--- src/rdma_pkg.sv ---
// Framer widths, FIFO depths, header constants, state codes, beat and header types
`default_nettype none

package rdma_pkg;

   // ==================================================
   // Widths and lengths
   // ==================================================
   localparam int stream_bytes = 64;
   localparam int stream_bits  = stream_bytes * 8;
   localparam int addr_bits    = 64;
   localparam int len_bits     = 16;

   // Fixed header sizes in bytes
   localparam int ip_hdr_len   = 20;
   localparam int udp_hdr_len  = 8;
   localparam int rdma_hdr_len = 22;

   // Buffer depths, payload in beats and packet info in entries
   localparam int data_fifo_depth = 32;
   localparam int pkt_fifo_depth  = 8;

   // ==================================================
   // Header constants
   // ==================================================
   localparam logic [47:0] eth_dst_mac   = 48'hffff_ffff_ffff;
   localparam logic [47:0] eth_src_mac   = 48'hc400_ad00_0002;
   localparam logic [15:0] eth_type_ipv4 = 16'h0800;

   // IPv4 words that never change
   localparam logic [15:0] ip4_ver_dsf  = 16'h4500;
   localparam logic [15:0] ip4_id       = 16'hdead;
   localparam logic [15:0] ip4_flags    = 16'h4000;
   localparam logic [15:0] ip4_ttl_prot = 16'h4011;
   localparam logic [31:0] src_ip       = 32'h0a01_0102;   // 10.1.1.2
   localparam logic [31:0] dst_ip       = 32'h0a01_01ff;   // 10.1.1.255

   // UDP ports and RDMA magic
   localparam logic [15:0] udp_src_port = 16'd1000;
   localparam logic [15:0] udp_dst_port = 16'd32002;
   localparam logic [15:0] rdma_magic   = 16'h0122;

   // Write response code
   localparam logic [1:0] resp_okay = 2'b00;

   // Output sequencer states
   localparam logic [1:0] st_init    = 2'd0;
   localparam logic [1:0] st_header  = 2'd1;
   localparam logic [1:0] st_payload = 2'd2;

   // ==================================================
   // Types
   // ==================================================
   typedef struct packed {
      logic [stream_bits-1:0]  data;
      logic [stream_bytes-1:0] keep;
      logic                    last;
   } axis_beat_t;

   // Header fields in wire order, first field in the top byte
   typedef struct packed {
      logic [47:0] eth_dst;
      logic [47:0] eth_src;
      logic [15:0] eth_type;
      logic [15:0] ip_ver_dsf;
      logic [15:0] ip_len;
      logic [15:0] ip_id;
      logic [15:0] ip_flags;
      logic [15:0] ip_ttl_prot;
      logic [15:0] ip_csum;
      logic [31:0] ip_src;
      logic [31:0] ip_dst;
      logic [15:0] udp_src;
      logic [15:0] udp_dst;
      logic [15:0] udp_len;
      logic [15:0] udp_csum;
      logic [15:0] magic;
      logic [63:0] target_addr;
      logic [95:0] reserved;
   } rdma_hdr_t;

   // Same 64 bytes as named fields or as raw bytes, bytes[63] is wire byte 0
   typedef union packed {
      rdma_hdr_t                    fields;
      logic [stream_bytes-1:0][7:0] bytes;
   } hdr_beat_u;

endpackage

`default_nettype wire

--- src/packet_length_counter.sv ---
// Strobe popcount and per-burst byte total, one length entry per burst
`timescale 1ns/1ns
`default_nettype none

module packet_length_counter import rdma_pkg::*; (
   input  logic                clk,
   input  logic                resetn,
   input  axis_beat_t          w_beat,
   input  logic                w_fire,
   output logic [len_bits-1:0] len_data,
   output logic                len_valid
);

   // Bytes in the current beat, 0 to 64
   logic [$clog2(stream_bytes+1)-1:0] beat_bytes;

   // Running total of earlier beats in this burst
   logic [len_bits-1:0] acc;

   // Count the set strobes
   always_comb begin
      beat_bytes = '0;
      for (int i = 0; i < stream_bytes; i++) begin
         beat_bytes = beat_bytes + w_beat.keep[i];
      end
   end

   // Total includes the last beat itself, so it is ready in the same cycle
   assign len_data  = acc + len_bits'(beat_bytes);
   assign len_valid = w_fire && w_beat.last;

   always_ff @(posedge clk) begin
      if (!resetn) begin
         acc <= '0;
      end else if (w_fire) begin
         // Clear on last so the next burst starts from zero
         if (w_beat.last)
            acc <= '0;
         else
            acc <= len_data;
      end
   end

endmodule

`default_nettype wire

--- config.mk ---
export PLATFORM = sky130hd
export DESIGN_NAME = packet_length_counter
export DESIGN_NICKNAME = d
export VERILOG_FILES = /design/src/rdma_pkg.sv /design/src/packet_length_counter.sv
export SDC_FILE = /design/constraint.sdc
export NUM_CORES = 1
export LEC_CHECK = 0
export BUFFER_PORTS_ARGS = -buffer_cell sky130_fd_sc_hd__buf_2
export CELL_PAD_IN_SITES_DETAIL_PLACEMENT = 0
export CELL_PAD_IN_SITES_GLOBAL_PLACEMENT = 2
export CORE_AREA = 8 8 229 231
export CTS_CLUSTER_DIAMETER = 200
export DETAILED_ROUTE_END_ITERATION = 16
export DIE_AREA = 0 0 237 239
export PLACE_DENSITY_LB_ADDON = 0.1
export SETUP_SLACK_MARGIN = 0.2
export SYNTH_ARGS = -nofsm -noshare
export SYNTH_HDL_FRONTEND = slang
export SYNTH_SLANG_ARGS = --single-unit
--- constraint.sdc ---
create_clock -name clk -period 12.85 [get_ports clk]
set_clock_uncertainty 0.2 [all_clocks]
set_input_delay 2.57 -clock clk [delete_from_list [all_inputs] [get_ports clk]]
set_output_delay 2.57 -clock clk [all_outputs]
set_load 0.1 [all_outputs]
# ---- Word-level counts from Yosys, hierarchy flattened
# Cells that the tools add are included.
dict set report word_totals {
  out_inout_bits 17
  inputBits 580
  register_bits 16
  word_cells 67
}
dict set report op_classes {
  n_reduce_logical 1
  mux 1
  n_addsub 64
}
# op n
set op_table {}
lappend op_table {{7-bit by 1-bit adder with 7-bit output} 57}
lappend op_table {{16-bit by 7-bit adder with 16-bit output} 1}
lappend op_table {{16-bit two-way mux} 1}
lappend op_table {{6-bit by 1-bit adder with 7-bit output} 1}
lappend op_table {{5-bit by 1-bit adder with 6-bit output} 1}
lappend op_table {{4-bit by 1-bit adder with 5-bit output} 1}
lappend op_table {{3-bit by 1-bit adder with 4-bit output} 1}
lappend op_table {{2-bit by 1-bit adder with 3-bit output} 1}
lappend op_table {{1-bit by 1-bit adder with 2-bit output} 1}
lappend op_table {{1-bit logical AND} 1}

# ---- Logic depth before layout (Yosys ltp)
# Gate-level depths: netlist of the first run.
dict set report logic_depth {
  word_depth 65
  ltp_mapped 20
  depth_no_buf 20
}

# ---- Worst setup path before layout of the first run
# Ideal clock, no wire load.
dict set report synth_path {
  path_type {input-to-output}
  start {in w_beat[36] (netlist bit)}
  end {out len_data[14]}
  cell_stages 20
  t_required_ns 10.080
  arrival_time_ns 9.646
  n_path_buf 0
  setup_slack_ns 0.434
  cell_sequence {inv_1 > fa_1 > inv_1 > fa_1 > fa_1 > inv_1 > fa_1 > inv_1 > fa_1 > fa_1 > fa_1 > inv_1 > fa_1 > inv_1 > fa_1 > a211oi_2 > nor3_4 > o221ai_2 > nor2_1 > xnor2_1}
}
dict set report synth_via {
  elab_chain_len 30
}
# element line
set synth_rtl {}
lappend synth_rtl {{start, declared} packet_length_counter.sv:8} ;# input axis_beat_t w_beat,
lappend synth_rtl {{7-bit by 1-bit adder with 7-bit output (29 in a row)} packet_length_counter.sv:24} ;# beat_bytes = beat_bytes + w_beat.keep[i];
lappend synth_rtl {{16-bit by 7-bit adder with 16-bit output} packet_length_counter.sv:29} ;# assign len_data = acc + len_bits'(beat_bytes);
lappend synth_rtl {{end, declared} packet_length_counter.sv:10} ;# output logic [len_bits-1:0] len_data,
# Every way passes these cells.

# ---- Worst setup path in the final report of the first run
dict set report layout_path {
  start {in w_beat[36] (netlist bit)}
  end {out len_data[11]}
}
# Same word-level chain as after synthesis.

==> impl_metrics.env, run 1 <==
export IMPL_multi_input_comb_area_um2=2280
export IMPL_ctsHtreeMaxLevel=1
export IMPL_reg2reg_from="acc[0]"
export IMPL_drv_slew=0
export IMPL_num_io_pins=597
export IMPL_slowest_stage="fa_1"
export IMPL_regArea_um2=320
export IMPL_core_area_um2=48500
export IMPL_drt_pass1_iterations=4
export IMPL_cp_cell_sequence="buf_2, inv_1, fa_1, inv_1, fa_1, fa_1, inv_1, fa_1, inv_1, fa_1, fa_1, fa_1, inv_1, fa_1, inv_1, ha_1, nor2b_1, o2111ai_1, a21oi_2, o21ai_0, xnor2_1, buf_2"
export IMPL_wl_per_cell_um=12.3
export IMPL_viasPerCell=2.39
export IMPL_netlist_area_um2=2990
export IMPL_start_kind="input port"
export IMPL_wirelength_um=12700
export IMPL_cp_num_cells=22
export IMPL_synth_flop_cell="dfxtp_1"
export IMPL_cts_tree="built"
export IMPL_grtUsageTotal=0.0445
export IMPL_fp_row_count=81
export IMPL_largest_reg_flops=16
export IMPL_layout_worst_path_cycle_share=0.942
export IMPL_netlist_instances=324
export IMPL_setup_viol=0
export IMPL_avgSynthCellArea_um2=9.23
export IMPL_dp_hpwl_um=11400
export IMPL_antenna_cells=0
export IMPL_utilization=0.0871
export IMPL_min_period_ns=12.11
export IMPL_crit_start="w_beat[36]"
export IMPL_critical_path_max_stage_delay_ns=0.56
export IMPL_reg2reg_depth=17
export IMPL_die_w_um=237
export IMPL_area_delta_synth_final_pct=41.5
export IMPL_cts_sinks=16
export IMPL_fp_dieH_um=239
export IMPL_r2r_setup_slack_ns=6.52
export IMPL_crit_top_cell="fa_1"
export IMPL_grt_start_max_net_pins=28
export IMPL_synth_edff_count=0
export IMPL_biggestRegsByFlops="acc (16)"
export IMPL_root_buffer="clkbuf_16"
export IMPL_final_layout_size_suffix_gt1_frac=0.226
export IMPL_fill_cells=5593
export IMPL_hold_viol_final=0
export IMPL_clk_pin_slew_ns=0.06
export IMPL_ant_nets=0
export IMPL_crit_fanout=5
export IMPL_post_cts_buffers=0
export IMPL_setup_worst_path_end="len_data[11]"
export IMPL_gp_congestion=0.614
export IMPL_yosys_warnings=0
export IMPL_max_clock_freq_mhz=82.6
export IMPL_status="completed"
export IMPL_vias=2464
export IMPL_cts_resized=0
export IMPL_cts_hold_buf=0
export IMPL_synth_distinct_cells=46
export IMPL_crit_buf_inv=8
export IMPL_grt_pass1_vias=2928
export IMPL_worstHoldStart="acc[3]"
export IMPL_ys_seq_area_frac=0.107
export IMPL_min_path_type="register to register"
export IMPL_worstPathArrival_ns=9.34
export IMPL_antenna_found_initial=3
export IMPL_first_iter_violations=52
export IMPL_crit_path_end_kind="output pin"
export IMPL_required_ns=10.08
export IMPL_cp_top_family="adder cells"
export IMPL_tns_ns=0
export IMPL_path_class="input port to output pin"
export IMPL_largest_register="acc"
export IMPL_cts_made_buffers=3
export IMPL_rsz0062_at_grt="no"
export IMPL_clk_path_buf_depth=2
export IMPL_async_flop_share=0
export IMPL_grt_ovfl_total=0
export IMPL_drc_errors=0
export IMPL_slew_headroom=0.535
export IMPL_syn_nets=988
export IMPL_layout_nets=1073
export IMPL_clock_latency_ns=0.26
export IMPL_worstMarginPinSlew_ns=0.697
export IMPL_r2r_end="acc[14]"
export IMPL_drv_cap=0
export IMPL_grt_pass1_wl_um=18800
export IMPL_ys_ff_latch=16
export IMPL_initial_utilization=0.0616
export IMPL_io_buffers=84
export IMPL_die_area_um2=56600
-- cell families after synthesis --
group                    after synthesis  share of synthesized area
AO/OA/AOI/OAI                         47                      0.120
XOR/XNOR                              11                     0.0322
flip-flops                            16                      0.107
buffers and inverters                 99                      0.131
AND/OR/NAND/NOR                       67                      0.118
adder cells (fa/ha/maj)               84                      0.492
-- metrics by stage --
| stage | instances | hold slack (ns) | worst slack (ns) | instance area (um^2) |
|---|---|---|---|---|
| detailed placement | 1026 | 0.289 | 0.635 | 4160 |
| floorplan | 324 | 0.253 | 0.434 | 2990 |
| finish | 1029 | 0.294 | 0.740 | 4230 |
| CTS | 1029 | 0.306 | 0.619 | 4230 |
| global route | 1029 | 0.327 | 0.404 | 4230 |
| global placement | 1026 | 0.299 | 0.634 | 4160 |
-- cells in the mapped netlist (3+ instances only) --
cell      instances  area share
a21o_1            3      0.0075
a21oi_1           7       0.012
and2_1            6       0.013
and3_1            3      0.0063
dfxtp_1          16        0.11
fa_1             56        0.37
ha_1             28        0.12
inv_1            95        0.12
nand2_1          12       0.015
nand3_1           9       0.015
nand4_1           3      0.0063
nor2_1           14       0.018
nor2b_1           7       0.015
nor3_1            5      0.0084
o211ai_1          3      0.0075
o21a_1            4       0.010
o21ai_0           5      0.0084
or3_1             3      0.0063
xnor2_1           9       0.026
-- tightest hold or removal path: stages (launching register included) --
cell and delay (ns):
dfxtp_1 0.32, nand2_1 0.06, a21boi_0 0.07
-- layer usage --
layer,up-vias,part of all wire,track usage
li1,1188,-,-
met2,45,0.53,0.0811
met5,-,0.0010,0
met4,2,0.013,0.0112
met1,1218,0.43,0.0542
met3,11,0.030,0.00669
-- worst min path at each step --
stage / endpoint / slack (ns) / depth (start not counted)
after floorplan: acc[3] / 0.25 / 2
after global placement: acc[7] / 0.30 / 2
after detailed placement: acc[7] / 0.29 / 2
after CTS: acc[7] / 0.31 / 2
after global routing: acc[7] / 0.33 / 2
final: acc[3] / 0.29 / 2
-- cell usage in the layout, fill, tap and decap left out, types with 7 or more instances in the layout --
cell type,count
ha_1,28
xnor2_1,9
nor2_1,14
dfxtp_1,16
inv_1,95
nor2b_1,7
nand3_1,9
nand2_1,12
buf_2,84
fa_1,56
a21oi_1,7
-- layout make-up --
cell class	count	area share
clock buffers	3	0.0177
inverters	95	0.0843
multi-input cells	209	0.539
flip-flops and latches	16	0.0757
well taps	622	0.184
repair buffers	84	0.0994
Power of run 1 is not shown: default switching activity piles up to over one toggle a cycle in this logic, so the estimate is an artifact.
==> run 2: changes to the inputs <==
--- a/config.mk
+++ b/config.mk
@@ -12,7 +12,8 @@
 export CTS_CLUSTER_DIAMETER = 200
 export DETAILED_ROUTE_END_ITERATION = 16
 export DIE_AREA = 0 0 237 239
-export PLACE_DENSITY_LB_ADDON = 0.1
+export PLACE_DENSITY = 0.62
+export RECOVER_POWER = 25
 export SETUP_SLACK_MARGIN = 0.2
 export SYNTH_ARGS = -nofsm -noshare
 export SYNTH_HDL_FRONTEND = slang
==> run 2 against run 1 <==
Net effect:
- register-to-register slack got worse by 0.02 ns
- design area increased by 0.33%
- worst hold slack improved by 0.0078 ns
- sequential cell count unchanged
- worst setup slack improved by 0.19 ns
- sequential share of layout area about the same
- critical endpoint unchanged
- non-clock buffer count unchanged
- maximum frequency increased by 1.6%
- global-route usage decreased by 0.90 points
- largest cell class unchanged
- first-iteration DRC count increased by 31%
- critical path depth unchanged
- critical path type unchanged
==> impl_metrics.env, run 2 (same netlist as run 1, synthesis figures left out) <==
export IMPL_clock_latency_ns=0.25
export IMPL_dpl_cell_area_um2=4160
export IMPL_cts_resized=0
export IMPL_grt_ovfl_total=0
export IMPL_hold_viol_final=0
export IMPL_dp_hpwl_um=9420
export IMPL_initial_utilization=0.0616
export IMPL_first_iter_violations=68
export IMPL_die_w_um=237
export IMPL_final_area_um2=4240
export IMPL_ctsHtreeMaxLevel=1
export IMPL_fill_cells=5611
export IMPL_cts_sinks=16
export IMPL_grt_pass1_wl_um=15300
export IMPL_vias=2363
export IMPL_cp_top_family="adder cells"
export IMPL_crit_path_end_kind="output pin"
export IMPL_largest_register="acc"
export IMPL_path_class="input port to output pin"
export IMPL_num_io_pins=597
export IMPL_cts_made_buffers=3
export IMPL_rsz0062_at_grt="no"
export IMPL_gp_congestion=0.680
export IMPL_area_delta_synth_final_pct=41.9
export IMPL_reg2reg_from="acc[0]"
export IMPL_die_area_um2=56600
export IMPL_fp_row_count=81
export IMPL_post_cts_buffers=0
export IMPL_cts_hold_buf=0
export IMPL_min_path_type="register to register"
export IMPL_drc_errors=0
export IMPL_worstHoldStart="acc[3]"
export IMPL_start_kind="input port"
export IMPL_drv_slew=0
export IMPL_grt_pass1_vias=2609
export IMPL_wirelength_um=10100
export IMPL_multi_input_comb_area_um2=2280
export IMPL_setup_viol=0
export IMPL_max_clock_freq_mhz=83.9
export IMPL_grtUsageTotal=0.0355
export IMPL_crit_buf_inv=8
export IMPL_worstPathArrival_ns=9.15
export IMPL_wl_per_cell_um=9.79
export IMPL_grt_start_max_net_pins=28
export IMPL_min_period_ns=11.92
export IMPL_cts_tree="built"
export IMPL_critical_path_max_stage_delay_ns=0.57
export IMPL_tns_ns=0
export IMPL_biggestRegsByFlops="acc (16)"
export IMPL_slew_headroom=0.184
export IMPL_drt_pass1_iterations=4
export IMPL_clk_path_buf_depth=2
export IMPL_root_buffer="clkbuf_16"
export IMPL_crit_fanout=5
export IMPL_layout_cells_most_common="inv_1"
export IMPL_crit_start="w_beat[36]"
export IMPL_status="completed"
export IMPL_cp_cell_sequence="buf_2, inv_1, fa_1, inv_1, fa_1, fa_1, inv_1, fa_1, inv_1, fa_1, fa_1, fa_1, inv_1, fa_1, inv_1, ha_1, nor2b_1, o2111ai_1, a21oi_2, o21ai_0, xnor2_1, buf_2"
export IMPL_largest_reg_flops=16
export IMPL_ant_nets=0
export IMPL_crit_top_cell="fa_1"
export IMPL_layout_worst_path_cycle_share=0.928
export IMPL_clk_pin_slew_ns=0.05
export IMPL_worstMarginPinSlew_ns=1.23
export IMPL_fp_dieH_um=239
export IMPL_required_ns=10.08
export IMPL_layout_nets=1073
export IMPL_final_layout_size_suffix_gt1_frac=0.223
export IMPL_final_cell_mix="inv_1 (95), buf_2 (82), fa_1 (56)"
export IMPL_regArea_um2=320
export IMPL_core_area_um2=48500
export IMPL_drv_cap=0
export IMPL_slowest_stage="fa_1"
export IMPL_io_buffers=84
export IMPL_antenna_found_initial=3
export IMPL_viasPerCell=2.29
-- run 2: cell types whose count changed in the layout (fill, tap and decap cells not counted) --
| cell | before | now |
|---|---|---|
| clkbuf_8 | 0 | 1 |
| buf_2 | 84 | 82 |
| clkbuf_1 | 0 | 2 |
| diode_2 | 0 | 1 |
-- run 2: worst reg2reg max path, delay by kind of cell (launching register included) --
kind / cells / cell delay, ns
buffers and inverters: 4 / 0.33
DFF: 1 / 0.34
and+or+nand+nor: 2 / 0.22
adders and majority gates: 8 / 4.15
AOI/OAI and AO/OA: 3 / 0.99
-- run 2: stage by stage --
step | utilization | setup WS [ns] | hold WS, ns | instances
after global placement | 0.0856 | 0.808 | 0.282 | 1026
after floorplan | - | 0.434 | 0.253 | 324
after CTS | 0.0874 | 0.793 | 0.298 | 1030
final | 0.0874 | 0.929 | 0.301 | 1031
after detailed placement | 0.0856 | 0.774 | 0.285 | 1026
after global routing | 0.0874 | 0.506 | 0.325 | 1030
-- run 2: per-layer routing --
metal / track usage / vias to the layer above / routed length (um)
li1: - / 1191 / -
met1: 0.0511 / 1101 / 5120
met2: 0.0525 / 65 / 4240
met3: 0.0123 / 6 / 687
met4: 0.00225 / 0 / 53
met5: 0 / - / 0
-- run 2: final timing paths --
path         depth (start not counted)      endpoint  slack [ns]
max                                 22  len_data[11]        0.93
min                                  2        acc[3]        0.30
min reg2reg                          2        acc[3]        0.30
max reg2reg                         17       acc[14]        6.50
-- run 2: final cells by class --
cell class,count,share of cell area
diodes,1,0.000590
clock buffers,4,0.0209
inverters,95,0.0840
multi-input cells,209,0.537
flip-flops and latches,16,0.0755
well taps,622,0.183
repair buffers,84,0.0985
Power of run 2 is left out for the same reason.
==> run 3: changes to the inputs <==
--- a/config.mk
+++ b/config.mk
@@ -10,10 +10,11 @@
 export CELL_PAD_IN_SITES_GLOBAL_PLACEMENT = 2
 export CORE_AREA = 8 8 229 231
 export CTS_CLUSTER_DIAMETER = 200
+export CTS_CLUSTER_SIZE = 40
 export DETAILED_ROUTE_END_ITERATION = 16
 export DIE_AREA = 0 0 237 239
 export PLACE_DENSITY = 0.62
-export RECOVER_POWER = 25
+export RECOVER_POWER = 50
 export SETUP_SLACK_MARGIN = 0.2
 export SYNTH_ARGS = -nofsm -noshare
 export SYNTH_HDL_FRONTEND = slang
==> run 3 against run 2 <==
Net effect:
- non-clock buffer count did not move
- global-route usage did not move
- sequential share of layout area about the same
- register-to-register slack worse by 0.18 ns
- sequential cell count did not move
- via count increased by 0.38%
- critical endpoint is now len_data[14]
- largest cell class unchanged
==> impl_metrics.env, run 3 (same netlist as run 1, synthesis figures left out) <==
export IMPL_crit_fanout=5
export IMPL_status="completed"
export IMPL_max_clock_freq_mhz=83.2
export IMPL_grt_ovfl_total=0
export IMPL_die_area_um2=56600
export IMPL_layout_worst_path_cycle_share=0.936
export IMPL_final_layout_size_suffix_gt1_frac=0.213
export IMPL_num_io_pins=597
export IMPL_gp_congestion=0.680
export IMPL_largest_register="acc"
export IMPL_viasPerCell=2.30
export IMPL_drt_pass1_iterations=4
export IMPL_critical_path_max_stage_delay_ns=0.64
export IMPL_slew_headroom=0.184
export IMPL_worstMarginPinSlew_ns=1.23
export IMPL_required_ns=10.08
export IMPL_cts_resized=0
export IMPL_area_delta_synth_final_pct=41.0
export IMPL_grtUsageTotal=0.0355
export IMPL_crit_path_end_kind="output pin"
export IMPL_rsz0062_at_grt="no"
export IMPL_min_period_ns=12.02
export IMPL_die_w_um=237
export IMPL_whs_path_depth=2
export IMPL_worst_slack_ns=0.826
export IMPL_grt_start_max_net_pins=28
export IMPL_r2r_setup_slack_ns=6.32
export IMPL_clock_latency_ns=0.25
export IMPL_start_kind="input port"
export IMPL_setup_viol=0
export IMPL_drv_slew=0
export IMPL_path_class="input port to output pin"
export IMPL_largest_reg_flops=16
export IMPL_grt_pass1_wl_um=15300
export IMPL_fp_dieH_um=239
export IMPL_cts_made_buffers=3
export IMPL_wirelength_um=10100
export IMPL_drv_cap=0
export IMPL_cts_hold_buf=0
export IMPL_root_buffer="clkbuf_16"
export IMPL_grt_pass1_vias=2609
export IMPL_final_cell_mix="inv_1 (95), buf_2 (82), fa_1 (56)"
export IMPL_preCtsSetupSlack_ns=0.774
export IMPL_post_cts_buffers=0
export IMPL_fp_row_count=81
export IMPL_crit_top_cell="fa_1"
export IMPL_first_iter_violations=86
export IMPL_vias=2372
export IMPL_reg2reg_depth=16
export IMPL_cts_sinks=16
export IMPL_worstPathArrival_ns=9.25
export IMPL_dp_hpwl_um=9420
export IMPL_antenna_found_initial=3
export IMPL_regArea_um2=320
export IMPL_ctsHtreeMaxLevel=1
export IMPL_layout_nets=1073
export IMPL_layout_cells_most_common="inv_1"
export IMPL_initial_utilization=0.0616
export IMPL_slowest_stage="fa_1"
export IMPL_core_area_um2=48500
export IMPL_drc_errors=0
export IMPL_ant_nets=0
export IMPL_tns_ns=0
export IMPL_io_buffers=84
export IMPL_hold_viol_final=0
export IMPL_fill_cells=5612
export IMPL_clk_path_buf_depth=2
export IMPL_biggestRegsByFlops="acc (16)"
export IMPL_min_path_type="register to register"
export IMPL_cts_tree="built"
export IMPL_cp_cell_sequence="clkbuf_1, fa_1, inv_1, fa_1, inv_1, fa_1, inv_1, fa_1, fa_1, fa_1, fa_1, fa_1, fa_1, inv_1, fa_1, a211oi_1, nor3_1, o221ai_2, nor2_1, xnor2_1, buf_2"
export IMPL_multi_input_comb_area_um2=2250
export IMPL_clk_pin_slew_ns=0.05
export IMPL_wl_per_cell_um=9.81
==> run 3: cell counts in the layout (fill, tap and decap cells not counted) <==
No cell type changed its count.
==> run 3: final cells by class <==
class | count | share of cell area
clock buffer | 4 | 0.0211
sequential | 16 | 0.0759
tap | 622 | 0.185
multi-input combinational | 209 | 0.534
antenna | 1 | 0.000593
timing repair buffer | 84 | 0.0991
inverter | 95 | 0.0845
==> run 3: metrics by stage <==
stage                     area, um^2  std cells  hold slack, ns    util
after floorplan                 2990        324           0.253       -
after global placement          4160       1026           0.282  0.0856
after detailed placement        4160       1026           0.285  0.0856
after CTS                       4240       1030           0.298  0.0874
after global routing            4220       1030           0.325  0.0868
final                           4220       1031           0.302  0.0869
==> run 3: final timing paths <==
kind,from,to
worst min register to register,acc[3],acc[3]
worst max-delay path,w_beat[18],len_data[14]
worst max register to register,acc[0],acc[10]
worst min-delay path,acc[3],acc[3]
==> run 3: worst max-delay path, delay by kind of cell <==
family,cells,cell delay (ns)
fa+ha+maj,10,4.67
buf+inv,6,0.78
simple gates,2,0.69
compound gates,2,0.39
xor+xnor,1,0.13
==> run 3: routing by layer <==
| metal | up-vias | routed length, um | GRT usage |
|---|---|---|---|
| met5 | - | 0 | 0 |
| met4 | 0 | 53 | 0.00225 |
| met3 | 6 | 719 | 0.0123 |
| met2 | 72 | 4220 | 0.0525 |
| met1 | 1101 | 5120 | 0.0511 |
| li1 | 1193 | - | - |
Power of run 3 is left out for the same reason.
