<file path="src/rdma_pkg.sv">
// Framer widths, FIFO depths, header constants, state codes, beat and header types
`default_nettype none

package rdma_pkg;

   // ==================================================
   // Widths and lengths
   // ==================================================
   localparam int stream_bytes = 64;
   localparam int stream_bits  = stream_bytes * 8;
   localparam int addr_bits    = 64;
   localparam int len_bits     = 16;

   // Fixed header sizes in bytes
   localparam int ip_hdr_len   = 20;
   localparam int udp_hdr_len  = 8;
   localparam int rdma_hdr_len = 22;

   // Buffer depths, payload in beats and packet info in entries
   localparam int data_fifo_depth = 32;
   localparam int pkt_fifo_depth  = 8;

   // ==================================================
   // Header constants
   // ==================================================
   localparam logic [47:0] eth_dst_mac   = 48'hffff_ffff_ffff;
   localparam logic [47:0] eth_src_mac   = 48'hc400_ad00_0002;
   localparam logic [15:0] eth_type_ipv4 = 16'h0800;

   // IPv4 words that never change
   localparam logic [15:0] ip4_ver_dsf  = 16'h4500;
   localparam logic [15:0] ip4_id       = 16'hdead;
   localparam logic [15:0] ip4_flags    = 16'h4000;
   localparam logic [15:0] ip4_ttl_prot = 16'h4011;
   localparam logic [31:0] src_ip       = 32'h0a01_0102;   // 10.1.1.2
   localparam logic [31:0] dst_ip       = 32'h0a01_01ff;   // 10.1.1.255

   // UDP ports and RDMA magic
   localparam logic [15:0] udp_src_port = 16'd1000;
   localparam logic [15:0] udp_dst_port = 16'd32002;
   localparam logic [15:0] rdma_magic   = 16'h0122;

   // Write response code
   localparam logic [1:0] resp_okay = 2'b00;

   // Output sequencer states
   localparam logic [1:0] st_init    = 2'd0;
   localparam logic [1:0] st_header  = 2'd1;
   localparam logic [1:0] st_payload = 2'd2;

   // ==================================================
   // Types
   // ==================================================
   typedef struct packed {
      logic [stream_bits-1:0]  data;
      logic [stream_bytes-1:0] keep;
      logic                    last;
   } axis_beat_t;

   // Header fields in wire order, first field in the top byte
   typedef struct packed {
      logic [47:0] eth_dst;
      logic [47:0] eth_src;
      logic [15:0] eth_type;
      logic [15:0] ip_ver_dsf;
      logic [15:0] ip_len;
      logic [15:0] ip_id;
      logic [15:0] ip_flags;
      logic [15:0] ip_ttl_prot;
      logic [15:0] ip_csum;
      logic [31:0] ip_src;
      logic [31:0] ip_dst;
      logic [15:0] udp_src;
      logic [15:0] udp_dst;
      logic [15:0] udp_len;
      logic [15:0] udp_csum;
      logic [15:0] magic;
      logic [63:0] target_addr;
      logic [95:0] reserved;
   } rdma_hdr_t;

   // Same 64 bytes as named fields or as raw bytes, bytes[63] is wire byte 0
   typedef union packed {
      rdma_hdr_t                    fields;
      logic [stream_bytes-1:0][7:0] bytes;
   } hdr_beat_u;

endpackage

`default_nettype wire

</file>
<file path="src/rdma_header_builder.sv">
// Combinational RDMA header builder with IPv4 checksum and byte reversal
`timescale 1ns/1ns
`default_nettype none

module rdma_header_builder import rdma_pkg::*; (
   input  logic [len_bits-1:0]    payload_len,
   input  logic [addr_bits-1:0]   target_addr,
   output logic [stream_bits-1:0] hdr_data
);

   logic [len_bits-1:0] ip_len;
   logic [len_bits-1:0] udp_len;
   logic [31:0]         csum_sum;
   logic [16:0]         csum_fold1;
   logic [15:0]         csum_fold2;
   logic [15:0]         ip_csum;
   hdr_beat_u           hdr;

   // ==================================================
   // Lengths and checksum
   // ==================================================
   assign ip_len  = len_bits'(ip_hdr_len + udp_hdr_len + rdma_hdr_len) + payload_len;
   assign udp_len = len_bits'(udp_hdr_len + rdma_hdr_len) + payload_len;

   // Nine header words, checksum field itself counted as zero
   assign csum_sum = 32'(ip4_ver_dsf) + 32'(ip_len) + 32'(ip4_id) + 32'(ip4_flags)
                   + 32'(ip4_ttl_prot) + 32'(src_ip[31:16]) + 32'(src_ip[15:0])
                   + 32'(dst_ip[31:16]) + 32'(dst_ip[15:0]);

   // Fold carries back in twice, second fold cannot overflow
   assign csum_fold1 = {1'b0, csum_sum[15:0]} + {1'b0, csum_sum[31:16]};
   assign csum_fold2 = csum_fold1[15:0] + {15'h0, csum_fold1[16]};
   assign ip_csum    = ~csum_fold2;

   // ==================================================
   // Field view
   // ==================================================
   always_comb begin
      hdr.fields             = '0;
      hdr.fields.eth_dst     = eth_dst_mac;
      hdr.fields.eth_src     = eth_src_mac;
      hdr.fields.eth_type    = eth_type_ipv4;
      hdr.fields.ip_ver_dsf  = ip4_ver_dsf;
      hdr.fields.ip_len      = ip_len;
      hdr.fields.ip_id       = ip4_id;
      hdr.fields.ip_flags    = ip4_flags;
      hdr.fields.ip_ttl_prot = ip4_ttl_prot;
      hdr.fields.ip_csum     = ip_csum;
      hdr.fields.ip_src      = src_ip;
      hdr.fields.ip_dst      = dst_ip;
      hdr.fields.udp_src     = udp_src_port;
      hdr.fields.udp_dst     = udp_dst_port;
      hdr.fields.udp_len     = udp_len;
      hdr.fields.magic       = rdma_magic;
      hdr.fields.target_addr = target_addr;
      // UDP checksum and reserved bytes stay zero
   end

   // Byte view reversed, MAC sends data byte 0 first
   always_comb begin
      for (int i = 0; i < stream_bytes; i++) begin
         hdr_data[i*8 +: 8] = hdr.bytes[stream_bytes-1-i];
      end
   end

endmodule

`default_nettype wire

</file>
<file path="config.mk">
export PLATFORM = sky130hd
export DESIGN_NAME = rdma_header_builder
export DESIGN_NICKNAME = d
export VERILOG_FILES = /design/src/rdma_pkg.sv /design/src/rdma_header_builder.sv
export SDC_FILE = /design/constraint.sdc
export NUM_CORES = 1
export LEC_CHECK = 0
export BUFFER_PORTS_ARGS = -buffer_cell sky130_fd_sc_hd__buf_2
export CAP_MARGIN = 20
export CORE_AREA = 5 5 227 229
export DETAILED_ROUTE_END_ITERATION = 6
export DIE_AREA = 0 0 232 234
export PLACE_DENSITY = 0.34
export SLEW_MARGIN = 15
export SYNTH_ARGS = -nofsm -noshare
export SYNTH_HDL_FRONTEND = slang
export SYNTH_SLANG_ARGS = --single-unit
</file>
<file path="constraint.sdc">
create_clock -name vclk -period 14.4
set_clock_uncertainty 0.2 [all_clocks]
set_input_delay 2.16 -clock vclk [all_inputs]
set_output_delay 2.16 -clock vclk [all_outputs]
set_load 0.005 [all_outputs]
</file>
; ---- Word level (Yosys, flattened, before mapping)
; Index checks and enable logic that the tools add are counted.
[word_totals]
input_bits = 80
mem_bits_ro = 0
elab_cells = 13
n_memories = 0
register_bits = 0
mem_bits_rw = 0
latchBits = 0
output_inout_bits = 512
[op_classes]
addsub = 12
n_eq_ne = 0
muxes = 0
n_div = 0
reduce_logical = 0
shift = 0
order_cmp = 0
bitwise_logic = 1
mul = 0
[op_table]
columns = operator, n
row1 = $add 23x9->24 const B, 1
row2 = $add 22x12->23 const B, 1
row3 = $add 21x9->22 const B, 1
row4 = $add 20x12->21 const B, 1
row5 = $add 19x15->20 const B, 1
row6 = $add 18x15->19 const B, 1
row7 = $add 17x16->18 const B, 1
row8 = $add 15x16->17 const A, 1
row9 = $add 16x8->17, 1
row10 = $add 16x1->16, 1
row11 = $add 5x16->16 const A, 1
row12 = $add 6x16->16 const A, 1
row13 = $not 16->16, 1

; ---- Longest topological paths before layout
; Gate-level depths: netlist of the first run.
[logic_depth]
depth_word = 12
mapped_depth = 24
depth_no_buf = 23

; ---- Least setup slack after synthesis of the first run
; Ideal clock, no wire load.
[synth_timing]
path_kind = in2out
startpoint = input payload_len[1]
endpoint = output hdr_data[199]
required_time_ps = 12040
arrival_time_ps = 6632
n_path_buf = 1
stages = 24
setup_slack_ps = 5408
cell_sequence = ha_1 -> buf_2 -> xnor2_1 -> inv_1 -> and3_2 -> o21a_1 -> o21ai_0 -> a21oi_1 -> nor2_1 -> nor2_1 -> nor2_1 -> ha_1 -> fa_1 -> nand2b_1 -> a211o_1 -> nor4_1 -> ha_1 -> and3_1 -> nand3b_1 -> nand4bb_1 -> nor4b_1 -> nand4_1 -> a21oi_1 -> xor2_1
[synth_between]
elab_chain_len = 12
[synth_lines]
columns = item, line_no
row1 = from (decl), rdma_header_builder.sv:6  ; input logic [len_bits-1:0] payload_len,
row2 = $add 6x16->16, rdma_header_builder.sv:22  ; assign ip_len = len_bits'(ip_hdr_len + udp_hdr_len + rdma_hdr_len) + payload_len;
row3 = via hdr_data[139], rdma_header_builder.sv:8  ; output logic [stream_bits-1:0] hdr_data
row4 = $add 15x16->17, rdma_header_builder.sv:26  ; assign csum_sum = 32'(ip4_ver_dsf) + 32'(ip_len) + 32'(ip4_id) + 32'(ip4_flags)
row5 = $add 17x16->18, rdma_header_builder.sv:26
row6 = $add 18x15->19, rdma_header_builder.sv:26
row7 = $add 19x15->20, rdma_header_builder.sv:27  ; + 32'(ip4_ttl_prot) + 32'(src_ip[31:16]) + 32'(src_ip[15:0])
row8 = $add 20x12->21, rdma_header_builder.sv:27
row9 = $add 21x9->22, rdma_header_builder.sv:27
row10 = $add 22x12->23, rdma_header_builder.sv:28  ; + 32'(dst_ip[31:16]) + 32'(dst_ip[15:0]);
row11 = $add 23x9->24, rdma_header_builder.sv:28
row12 = $add 16x8->17, rdma_header_builder.sv:31  ; assign csum_fold1 = {1'b0, csum_sum[15:0]} + {1'b0, csum_sum[31:16]};
row13 = $add 16x1->16, rdma_header_builder.sv:32  ; assign csum_fold2 = csum_fold1[15:0] + {15'h0, csum_fold1[16]};
row14 = $not 16->16, rdma_header_builder.sv:33  ; assign ip_csum = ~csum_fold2;
row15 = to (decl), rdma_header_builder.sv:8
; The timed path passes the listed nets, and every way through them passes these cells.

; ---- Worst setup path after layout of the first run
[layout_timing]
startpoint = input payload_len[1]
endpoint = output hdr_data[199]
[layout_between]
elab_chain_len = 12
[layout_lines]
columns = item, line_no
row1 = $add 6x16->16, rdma_header_builder.sv:22
row2 = $add 15x16->17, rdma_header_builder.sv:26
row3 = $add 17x16->18, rdma_header_builder.sv:26
row4 = $add 18x15->19, rdma_header_builder.sv:26
row5 = $add 19x15->20, rdma_header_builder.sv:27
row6 = $add 20x12->21, rdma_header_builder.sv:27
row7 = $add 21x9->22, rdma_header_builder.sv:27
row8 = $add 22x12->23, rdma_header_builder.sv:28
row9 = $add 23x9->24, rdma_header_builder.sv:28
row10 = $add 16x8->17, rdma_header_builder.sv:31
row11 = $add 16x1->16, rdma_header_builder.sv:32
row12 = $not 16->16, rdma_header_builder.sv:33
; Every way passes these cells.

==> results.md, run 1 <==
* Crit. End Element: primary output
* Boundary Pins at around 590
* Cell area after synthesis at 0.00518 mm²
* Total vias in the final route at approximately 3000
* CP Class: in -> out
* Initial Utilization at 0.105
* Max Fanout on Critical Path at 8
* WHS Endpoint: hdr_data[354]
* Fmax at between 90 and 100 MHz
* VDD IR max at between 6 and 7 µV
* Core Box Area at roughly 0.049 mm²
* Setup slack after layout at about 4.2 ns
* Hold Crit Class: in -> out
* DRC viols at 0
* Die H at approximately 230 µm
* Layout cells sized above 1 at 0.110
* Largest net degree at the start of global routing at 15
* Post-CTS sizing at 0
* Share of the cycle needed by the critical path after routing at 0.706
* Routed WL at approximately 14000 µm
* WL/cell at approximately 10 µm
* Total congestion overflow at 0
* Antenna-violating nets left at 0
* Minimum period implied by the final worst setup slack at about 10 ns
* Pre-CTS setup slack at roughly 4.1 ns
* Max-slew violations at 0
* Post-CTS Repair Setup Buffers at 0
* Tightest Pin Transition at ~0.73 ns
* Hold Path Stages at 0
* Die ar. at roughly 0.054 mm²
* Synth top area share at 0.677
* LEAKAGE at between 0.002 and 0.0025 µW
* Most common cell in the netlist: buf_4
* Area delta synth->final at -17.1%
* Fill cell count at ~5900
* GPL Wtd Cong at around 0.78
* Total GRT Usage at 0.0424
* IO buf count at between 60 and 70
* Power Density at roughly 30 mW/mm²
* Outcome: complete, no violations
* Pre-antenna DRT Iters at 4
* Initial antenna violation count at 5
* Synth area leaders: buf_4 (68%), xnor2_1 (7.3%), xor2_1 (2.9%)
* CP Data Arrival Time at ~7.8 ns
* Yosys warns at 0
* Seq/Total Area, Yosys at 0
* Synthesized instance count at around 710
* Hold path start: target_addr[58]
* # hold bufs at CTS at 0
* Number of global-route vias before repair at roughly 2400
* DRT iter0 DRCs at a little over 50
* Max-cap violation count at 0
* HPWL after DPL at roughly 14000 µm
* Nets@finish at between 700 and 800
* Distinct cells, synth at 56
* Core Rows at 82
* Dominant cell type by area after synthesis: buf_4
* List of most frequent post-synthesis cells: buf_4 (467), xnor2_1 (43), nor2_1 (24)
* Setup Viol. Count Final at 0
* Drt via density at around 2.2
* Endpoints failing hold at 0
* First-pass GRT wire length at around 17000 µm
* Sum of negative setup slack at 0 ns
* Slew headroom at 0.509
* Die width at between 200 and 250 µm
* Critical Path Source Type: input port
* Num sequential at 0
* Sequential cell area at 0 µm²
* Syn_area_per_cell at between 7 and 8 µm²
* Unrepaired setup endpoints after global routing: false
* Clkbuf count at 0
* Req. time, crit path at roughly 12 ns
cell usage in the layout (no fill, tap or decap), drive strengths merged, types with 2 or more instances in the layout:
master	Yosys	routed
a211oi	4	4
a21oi	9	9
and3	7	7
buf	473	65
conb	2	400
diode	0	3
ha	8	8
inv	22	22
nand2	13	13
nand3	15	15
nand3b	2	2
nand4	4	4
nor2	25	25
nor3	9	9
nor3b	2	2
nor4	6	6
o211ai	4	4
o21ai	11	11
o22ai	2	2
o31ai	3	3
or2	3	3
or3	2	2
xnor2	46	46
xor2	17	17
routing by layer:
layer	wire [µm]	GRT usage	vias to the layer above
li1	-	-	1376
met1	4200	0.0415	1310
met2	7140	0.0763	264
met3	2560	0.0248	36
met4	442	0.0124	4
met5	14	0	-
power breakdown:
| part | internal (µW) | switching (µW) |
|---|---|---|
| Clock | 0.0000279 | 0 |
| Combinational | 37.6 | 90.5 |
| Sequential | 0 | 0 |
per-stage QoR:
step,cells,utilization,total power (µW),hold WS [ns],instance area [µm²]
floorplan,1111,-,175,4.18,6670
global placement,1373,0.0867,129,4.12,4290
detailed placement,1373,0.0867,130,4.12,4290
CTS,1373,0.0867,130,4.12,4290
global route,1373,0.0867,148,4.12,4290
finish,1376,0.0868,128,4.12,4290
worst max-delay path by stage:
| stage | startpoint | end | cells past startpoint |
|---|---|---|---|
| finish | payload_len[1] | hdr_data[199] | 25 |
| global route | payload_len[1] | hdr_data[199] | 25 |
| floorplan | payload_len[1] | hdr_data[199] | 24 |
| CTS | payload_len[1] | hdr_data[199] | 25 |
| global placement | payload_len[1] | hdr_data[199] | 25 |
| detailed placement | payload_len[1] | hdr_data[199] | 25 |
logic make-up (layout without fill, tap and decap cells):
kind of cell / after synthesis / after routing / synth area share
buffers and inverters: 498 / 88 / 0.703
and+or+nand+nor: 95 / 95 / 0.0950
xor gates and xnor gates: 63 / 63 / 0.111
AOI/OAI and AO/OA: 46 / 46 / 0.0662
adders and majority gates: 9 / 9 / 0.0232
other: 2 / 403 / 0.00145
final cells by class:
| type | instances | area [µm²] | area share |
|---|---|---|---|
| timing repair buffer | 65 | 328 | 0.0764 |
| multi-input combinational | 613 | 3030 | 0.706 |
| antenna | 3 | 7.51 | 0.00175 |
| tap | 672 | 841 | 0.196 |
| inverter | 23 | 86.3 | 0.0201 |
worst max-delay path: stages:
cell and delay, ns:
buf_2 0.15, ha_1 0.30, xnor2_1 0.42, inv_1 0.16, and3_2 0.29, o21a_1 0.14
o21ai_0 0.48, a21oi_1 0.20, nor2_1 0.21, nor2_1 0.06, nor2_1 0.17, ha_1 0.22
fa_1 0.22, nand2b_1 0.13, a211o_1 0.35, nor4_1 0.24, ha_1 0.21, and3_1 0.19
nand3b_1 0.14, nand4bb_1 0.26, nor4b_1 0.40, nand4_1 0.20, a21oi_1 0.21, xor2_1 0.15
buf_2 0.15
No activity file was read; power rests on OpenSTA's default activity.
==> run 2: changes to the inputs <==
--- a/config.mk
+++ b/config.mk
@@ -7,10 +7,10 @@
 export LEC_CHECK = 0
 export BUFFER_PORTS_ARGS = -buffer_cell sky130_fd_sc_hd__buf_2
 export CAP_MARGIN = 20
-export CORE_AREA = 5 5 227 229
+export CORE_AREA = 5 5 230 232
 export DETAILED_ROUTE_END_ITERATION = 6
-export DIE_AREA = 0 0 232 234
-export PLACE_DENSITY = 0.34
+export DIE_AREA = 0 0 235 237
+export PLACE_DENSITY = 0.35
 export SLEW_MARGIN = 15
 export SYNTH_ARGS = -nofsm -noshare
 export SYNTH_HDL_FRONTEND = slang
==> constraint.sdc (replaced) <==
create_clock -name vclk -period 9.1
set_clock_uncertainty 0.2 [all_clocks]
set_input_delay 1.365 -clock vclk [all_inputs]
set_output_delay 1.365 -clock vclk [all_outputs]
set_load 0.005 [all_outputs]
==> run 2 against run 1 <==
Net effect:
- die area increased by 2.6%
- highest routed layer unchanged
- largest power group unchanged
- routed wire length grew 0.46%
- combinational power is 59% higher
- worst hold slack worse by 1.6 ns
- critical path depth stayed put
- critical endpoint unchanged
==> results.md, run 2 (synthesis results as in run 1) <==
* Outcome: complete, no violations
* Layout cells sized above 1 at 0.110
* Total GRT Usage at 0.0426
* Total vias in the final route at about 3000
* Most frequent cells in the layout: conb_1 (400), buf_2 (64), xnor2_1 (43)
* Unrepaired setup endpoints after global routing: false
* Commonest non-fill, non-tap cell in the layout: conb_1
* WL/cell at between 10 and 15 µm
* Crit. End Element: primary output
* Critical Path Source Type: input port
* Fmax at approximately 120 MHz
* HPWL after DPL at between 10000 and 15000 µm
* Core Rows at slightly above 80
* Area delta synth->final at -17.0%
* # hold bufs at CTS at 0
* Drt via density at around 2.2
* VDD IR max at ~9.9 µV
* Core Box Area at 0.0508 mm²
* Endpoints failing hold at 0
* Tightest Pin Transition at between 0.7 and 0.8 ns
* Share of the cycle needed by the critical path after routing at 0.931
* Post-CTS Repair Setup Buffers at 0
* Area after DPL at around 0.0043 mm²
* Total congestion overflow at 0
* Initial Utilization at 0.102
* Nets@finish at 792
* Max-cap violation count at 0
* Number of global-route vias before repair at around 2500
* First-pass GRT wire length at 17900 µm
* Post-CTS sizing at 0
* Sum of negative setup slack at 0 ns
* CP Data Arrival Time at between 6 and 7 ns
* GPL Wtd Cong at 0.769
* Slew headroom at 0.511
* Power Density at about 47 mW/mm²
* Minimum period implied by the final worst setup slack at 8.47 ns
* Clkbuf count at 0
* Initial antenna violation count at 5
* Sequential cell area at 0 µm²
* Die ar. at 0.0557 mm²
* Setup Viol. Count Final at 0
* Boundary Pins at around 600
* LEAKAGE at between 0.002 and 0.0025 µW
* Max-slew violations at 0
* Num sequential at 0
* Largest net degree at the start of global routing at 15
* Pre-antenna DRT Iters at 4
* IO buf count at 64
* DRT iter0 DRCs at about 110
* Routed WL at 14400 µm
* Die H at about 240 µm
* Post-Layout Inst Area at 0.00430 mm²
* Max Fanout on Critical Path at 8
* Hold Crit Class: in -> out
* Final Total Pwr at between 200 and 250 µW
* Fin util at 0.0846
* Req. time, crit path at between 7 and 8 ns
* CP Class: in -> out
* Antenna-violating nets left at 0
* Die width at between 200 and 250 µm
* DRC viols at 0
[run 2: area by class of cell]
cell class	instances	area, µm²
Fill cell	5973	46500
Multi-Input combinational cell	613	3030
Tap cell	680	851
Timing Repair Buffer	65	328
Inverter	23	86.3
Antenna cell	1	2.50
[run 2: power breakdown]
group          internal, µW   leakage (µW)  total (µW)  switching (µW)
logic                  59.6        0.00214         203             143
clock network     0.0000147  0.00000000634   0.0000147               0
registers                 0              0           0               0
[run 2: routing by layer]
| metal | routed length (µm) | GRT usage |
|---|---|---|
| met2 | 7040 | 0.0746 |
| met5 | 48 | 0 |
| met1 | 4330 | 0.0423 |
| met4 | 467 | 0.0122 |
| met3 | 2540 | 0.0264 |
[run 2: worst paths after layout]
check                        from       endpoint  slack [ns]  depth (start not counted)
setup / recovery   payload_len[1]  hdr_data[199]        0.63                         25
hold / removal    target_addr[58]  hdr_data[354]        2.53                          0
[run 2: worst max-delay path, stage by stage]
cell and delay [ns]:
buf_2 0.15, ha_1 0.31, xnor2_1 0.41, inv_1 0.13
and3_2 0.28, o21a_1 0.14, o21ai_0 0.44, a21oi_1 0.19
nor2_1 0.21, nor2_1 0.06, nor2_1 0.13, ha_1 0.20
fa_1 0.22, nand2b_1 0.13, a211o_1 0.35, nor4_1 0.23
ha_1 0.21, and3_1 0.19, nand3b_1 0.14, nand4bb_1 0.26
nor4b_1 0.43, nand4_1 0.20, a21oi_1 0.23, xor2_1 0.15
buf_2 0.15
[run 2: per-stage QoR]
| step | cells | hold slack, ns | worst slack, ns |
|---|---|---|---|
| final | 1382 | 2.53 | 0.632 |
| after global routing | 1381 | 2.53 | 0.0162 |
| after CTS | 1381 | 2.53 | 0.604 |
| after detailed placement | 1381 | 2.53 | 0.610 |
| after global placement | 1381 | 2.53 | 0.826 |
| after floorplan | 1111 | 2.59 | 1.70 |
==> run 3: changes to the inputs <==
--- a/config.mk
+++ b/config.mk
@@ -10,7 +10,7 @@
 export CORE_AREA = 5 5 230 232
 export DETAILED_ROUTE_END_ITERATION = 6
 export DIE_AREA = 0 0 235 237
-export PLACE_DENSITY = 0.35
+export PLACE_DENSITY = 0.34
 export SLEW_MARGIN = 15
 export SYNTH_ARGS = -nofsm -noshare
 export SYNTH_HDL_FRONTEND = slang
==> constraint.sdc (replaced) <==
create_clock -name vclk -period 9.5
set_clock_uncertainty 0.2 [all_clocks]
set_input_delay 1.425 -clock vclk [all_inputs]
set_output_delay 1.425 -clock vclk [all_outputs]
set_load 0.005 [all_outputs]
==> run 3 against run 2 <==
Net effect:
- global-route usage is essentially flat
- power shrank 5.3%
- flip-flop and latch count is the same
- critical endpoint unchanged
- largest cell class unchanged
- highest routed layer unchanged
==> results.md, run 3 (synthesis results as in run 1) <==
* Outcome: complete, no violations
* Setup Viol. Count Final at 0
* Metal2 WL at 7160 µm
* Number of global-route vias before repair at between 2000 and 3000
* DRC viols at 0
* Pre-antenna DRT Iters at 4
* Core Box Area at around 0.05 mm²
* Endpoints failing hold at 0
* Metal3 WL at approximately 2500 µm
* Total vias in the final route at between 2000 and 3000
* Initial Utilization at 0.102
* Unrepaired setup endpoints after global routing: false
* Commonest non-fill, non-tap cell in the layout: conb_1
* CP Class: in -> out
* Bufs and invs on worst path at 3
* Inst Count DP at ~1400
* Post-Layout Inst Area at ~0.0043 mm²
* Die width at around 240 µm
* Slew headroom at 0.502
* Total GRT Usage at 0.0429
* Num sequential at 0
* Power Density at between 40 and 50 mW/mm²
* Fill cell count at between 5000 and 6000
* Tightest Pin Transition at between 0.7 and 0.8 ns
* HPWL after DPL at 13500 µm
* Max-cap violation count at 0
* Fmax at between 100 and 150 MHz
* Routed WL at ~14000 µm
* Post-route met1 wirelength at around 4200 µm
* Sum of negative setup slack at 0 ns
* Crit. End Element: primary output
* Initial antenna violation count at 4
* IO buf count at 64
* Share of the cycle needed by the critical path after routing at 0.914
* Area after DPL at around 0.0043 mm²
* Multi-input logic area at about 0.0030 mm²
* Layout cells sized above 1 at 0.110
* Max-slew violations at 0
* Slowest stage delay, CP at approximately 0.42 ns
* Sequential cell area at 0 µm²
* Top Metal Used: met5
* Antenna-violating nets left at 0
* Clkbuf count at 0
* Cell Count, Final, Fillers Out at 1382
* Post-CTS sizing at 0
* Boundary Pins at between 500 and 600
* Total congestion overflow at 0
* Critical Path Source Type: input port
* Fin util at 0.0846
* Core Rows at 83
* WL/cell at about 10 µm
* Die ar. at approximately 0.056 mm²
* Die H at between 200 and 250 µm
* Most frequent cells in the layout: conb_1 (400), buf_2 (64), xnor2_1 (43)
* VDD IR max at about 11 µV
* LEAKAGE at approximately 0.0021 µW
* Area delta synth->final at -17.0%
* CP max stage cell: o21ai_0
* Hold Crit Class: in -> out
* Req. time, crit path at roughly 7.9 ns
* CP Data Arrival Time at just over 7 ns
* Max Fanout on Critical Path at 8
* CP top delay family: simple AND/OR/NAND/NOR gates
* # hold bufs at CTS at 0
* First-pass GRT wire length at approximately 18000 µm
* Drt via density at 2.16
* Post-CTS Repair Setup Buffers at 0
* Minimum period implied by the final worst setup slack at 8.68 ns
* GPL Wtd Cong at 0.760
* Nets@finish at between 700 and 800
* Largest net degree at the start of global routing at 15
* DRT iter0 DRCs at 95
==> run 3: layout make-up <==
type / count / area share
multi-input cells: 613 / 0.705
well taps: 680 / 0.198
repair buffers: 65 / 0.0763
inverters: 23 / 0.0201
diodes: 1 / 0.000582
==> run 3: per-layer routing <==
layer | up-vias | GRT usage
li1 | 1373 | -
met1 | 1308 | 0.0407
met2 | 271 | 0.0782
met3 | 34 | 0.0254
met4 | 6 | 0.0131
met5 | - | 0
==> run 3: final timing paths <==
kind                             to  cells past startpoint  slack (ns)            start
worst max-delay path  hdr_data[199]                     25        0.82   payload_len[1]
worst min-delay path  hdr_data[354]                      0        2.65  target_addr[58]
==> run 3: stage by stage <==
stage          setup slack [ns]  total power, µW  hold WS [ns]
3_5_place_dp              0.731              197          2.65
6_report                  0.819              192          2.65
4_1_cts                   0.715              197          2.65
5_1_grt                   0.160              225          2.65
3_3_place_gp              0.850              197          2.65
2_1_floorplan              1.98              265          2.71
==> run 3: report_power, final <==
part	total (µW)	switching, µW	internal (µW)
registers	0	0	0
logic	192	135	57.0
clock network	0.0000141	0	0.0000141
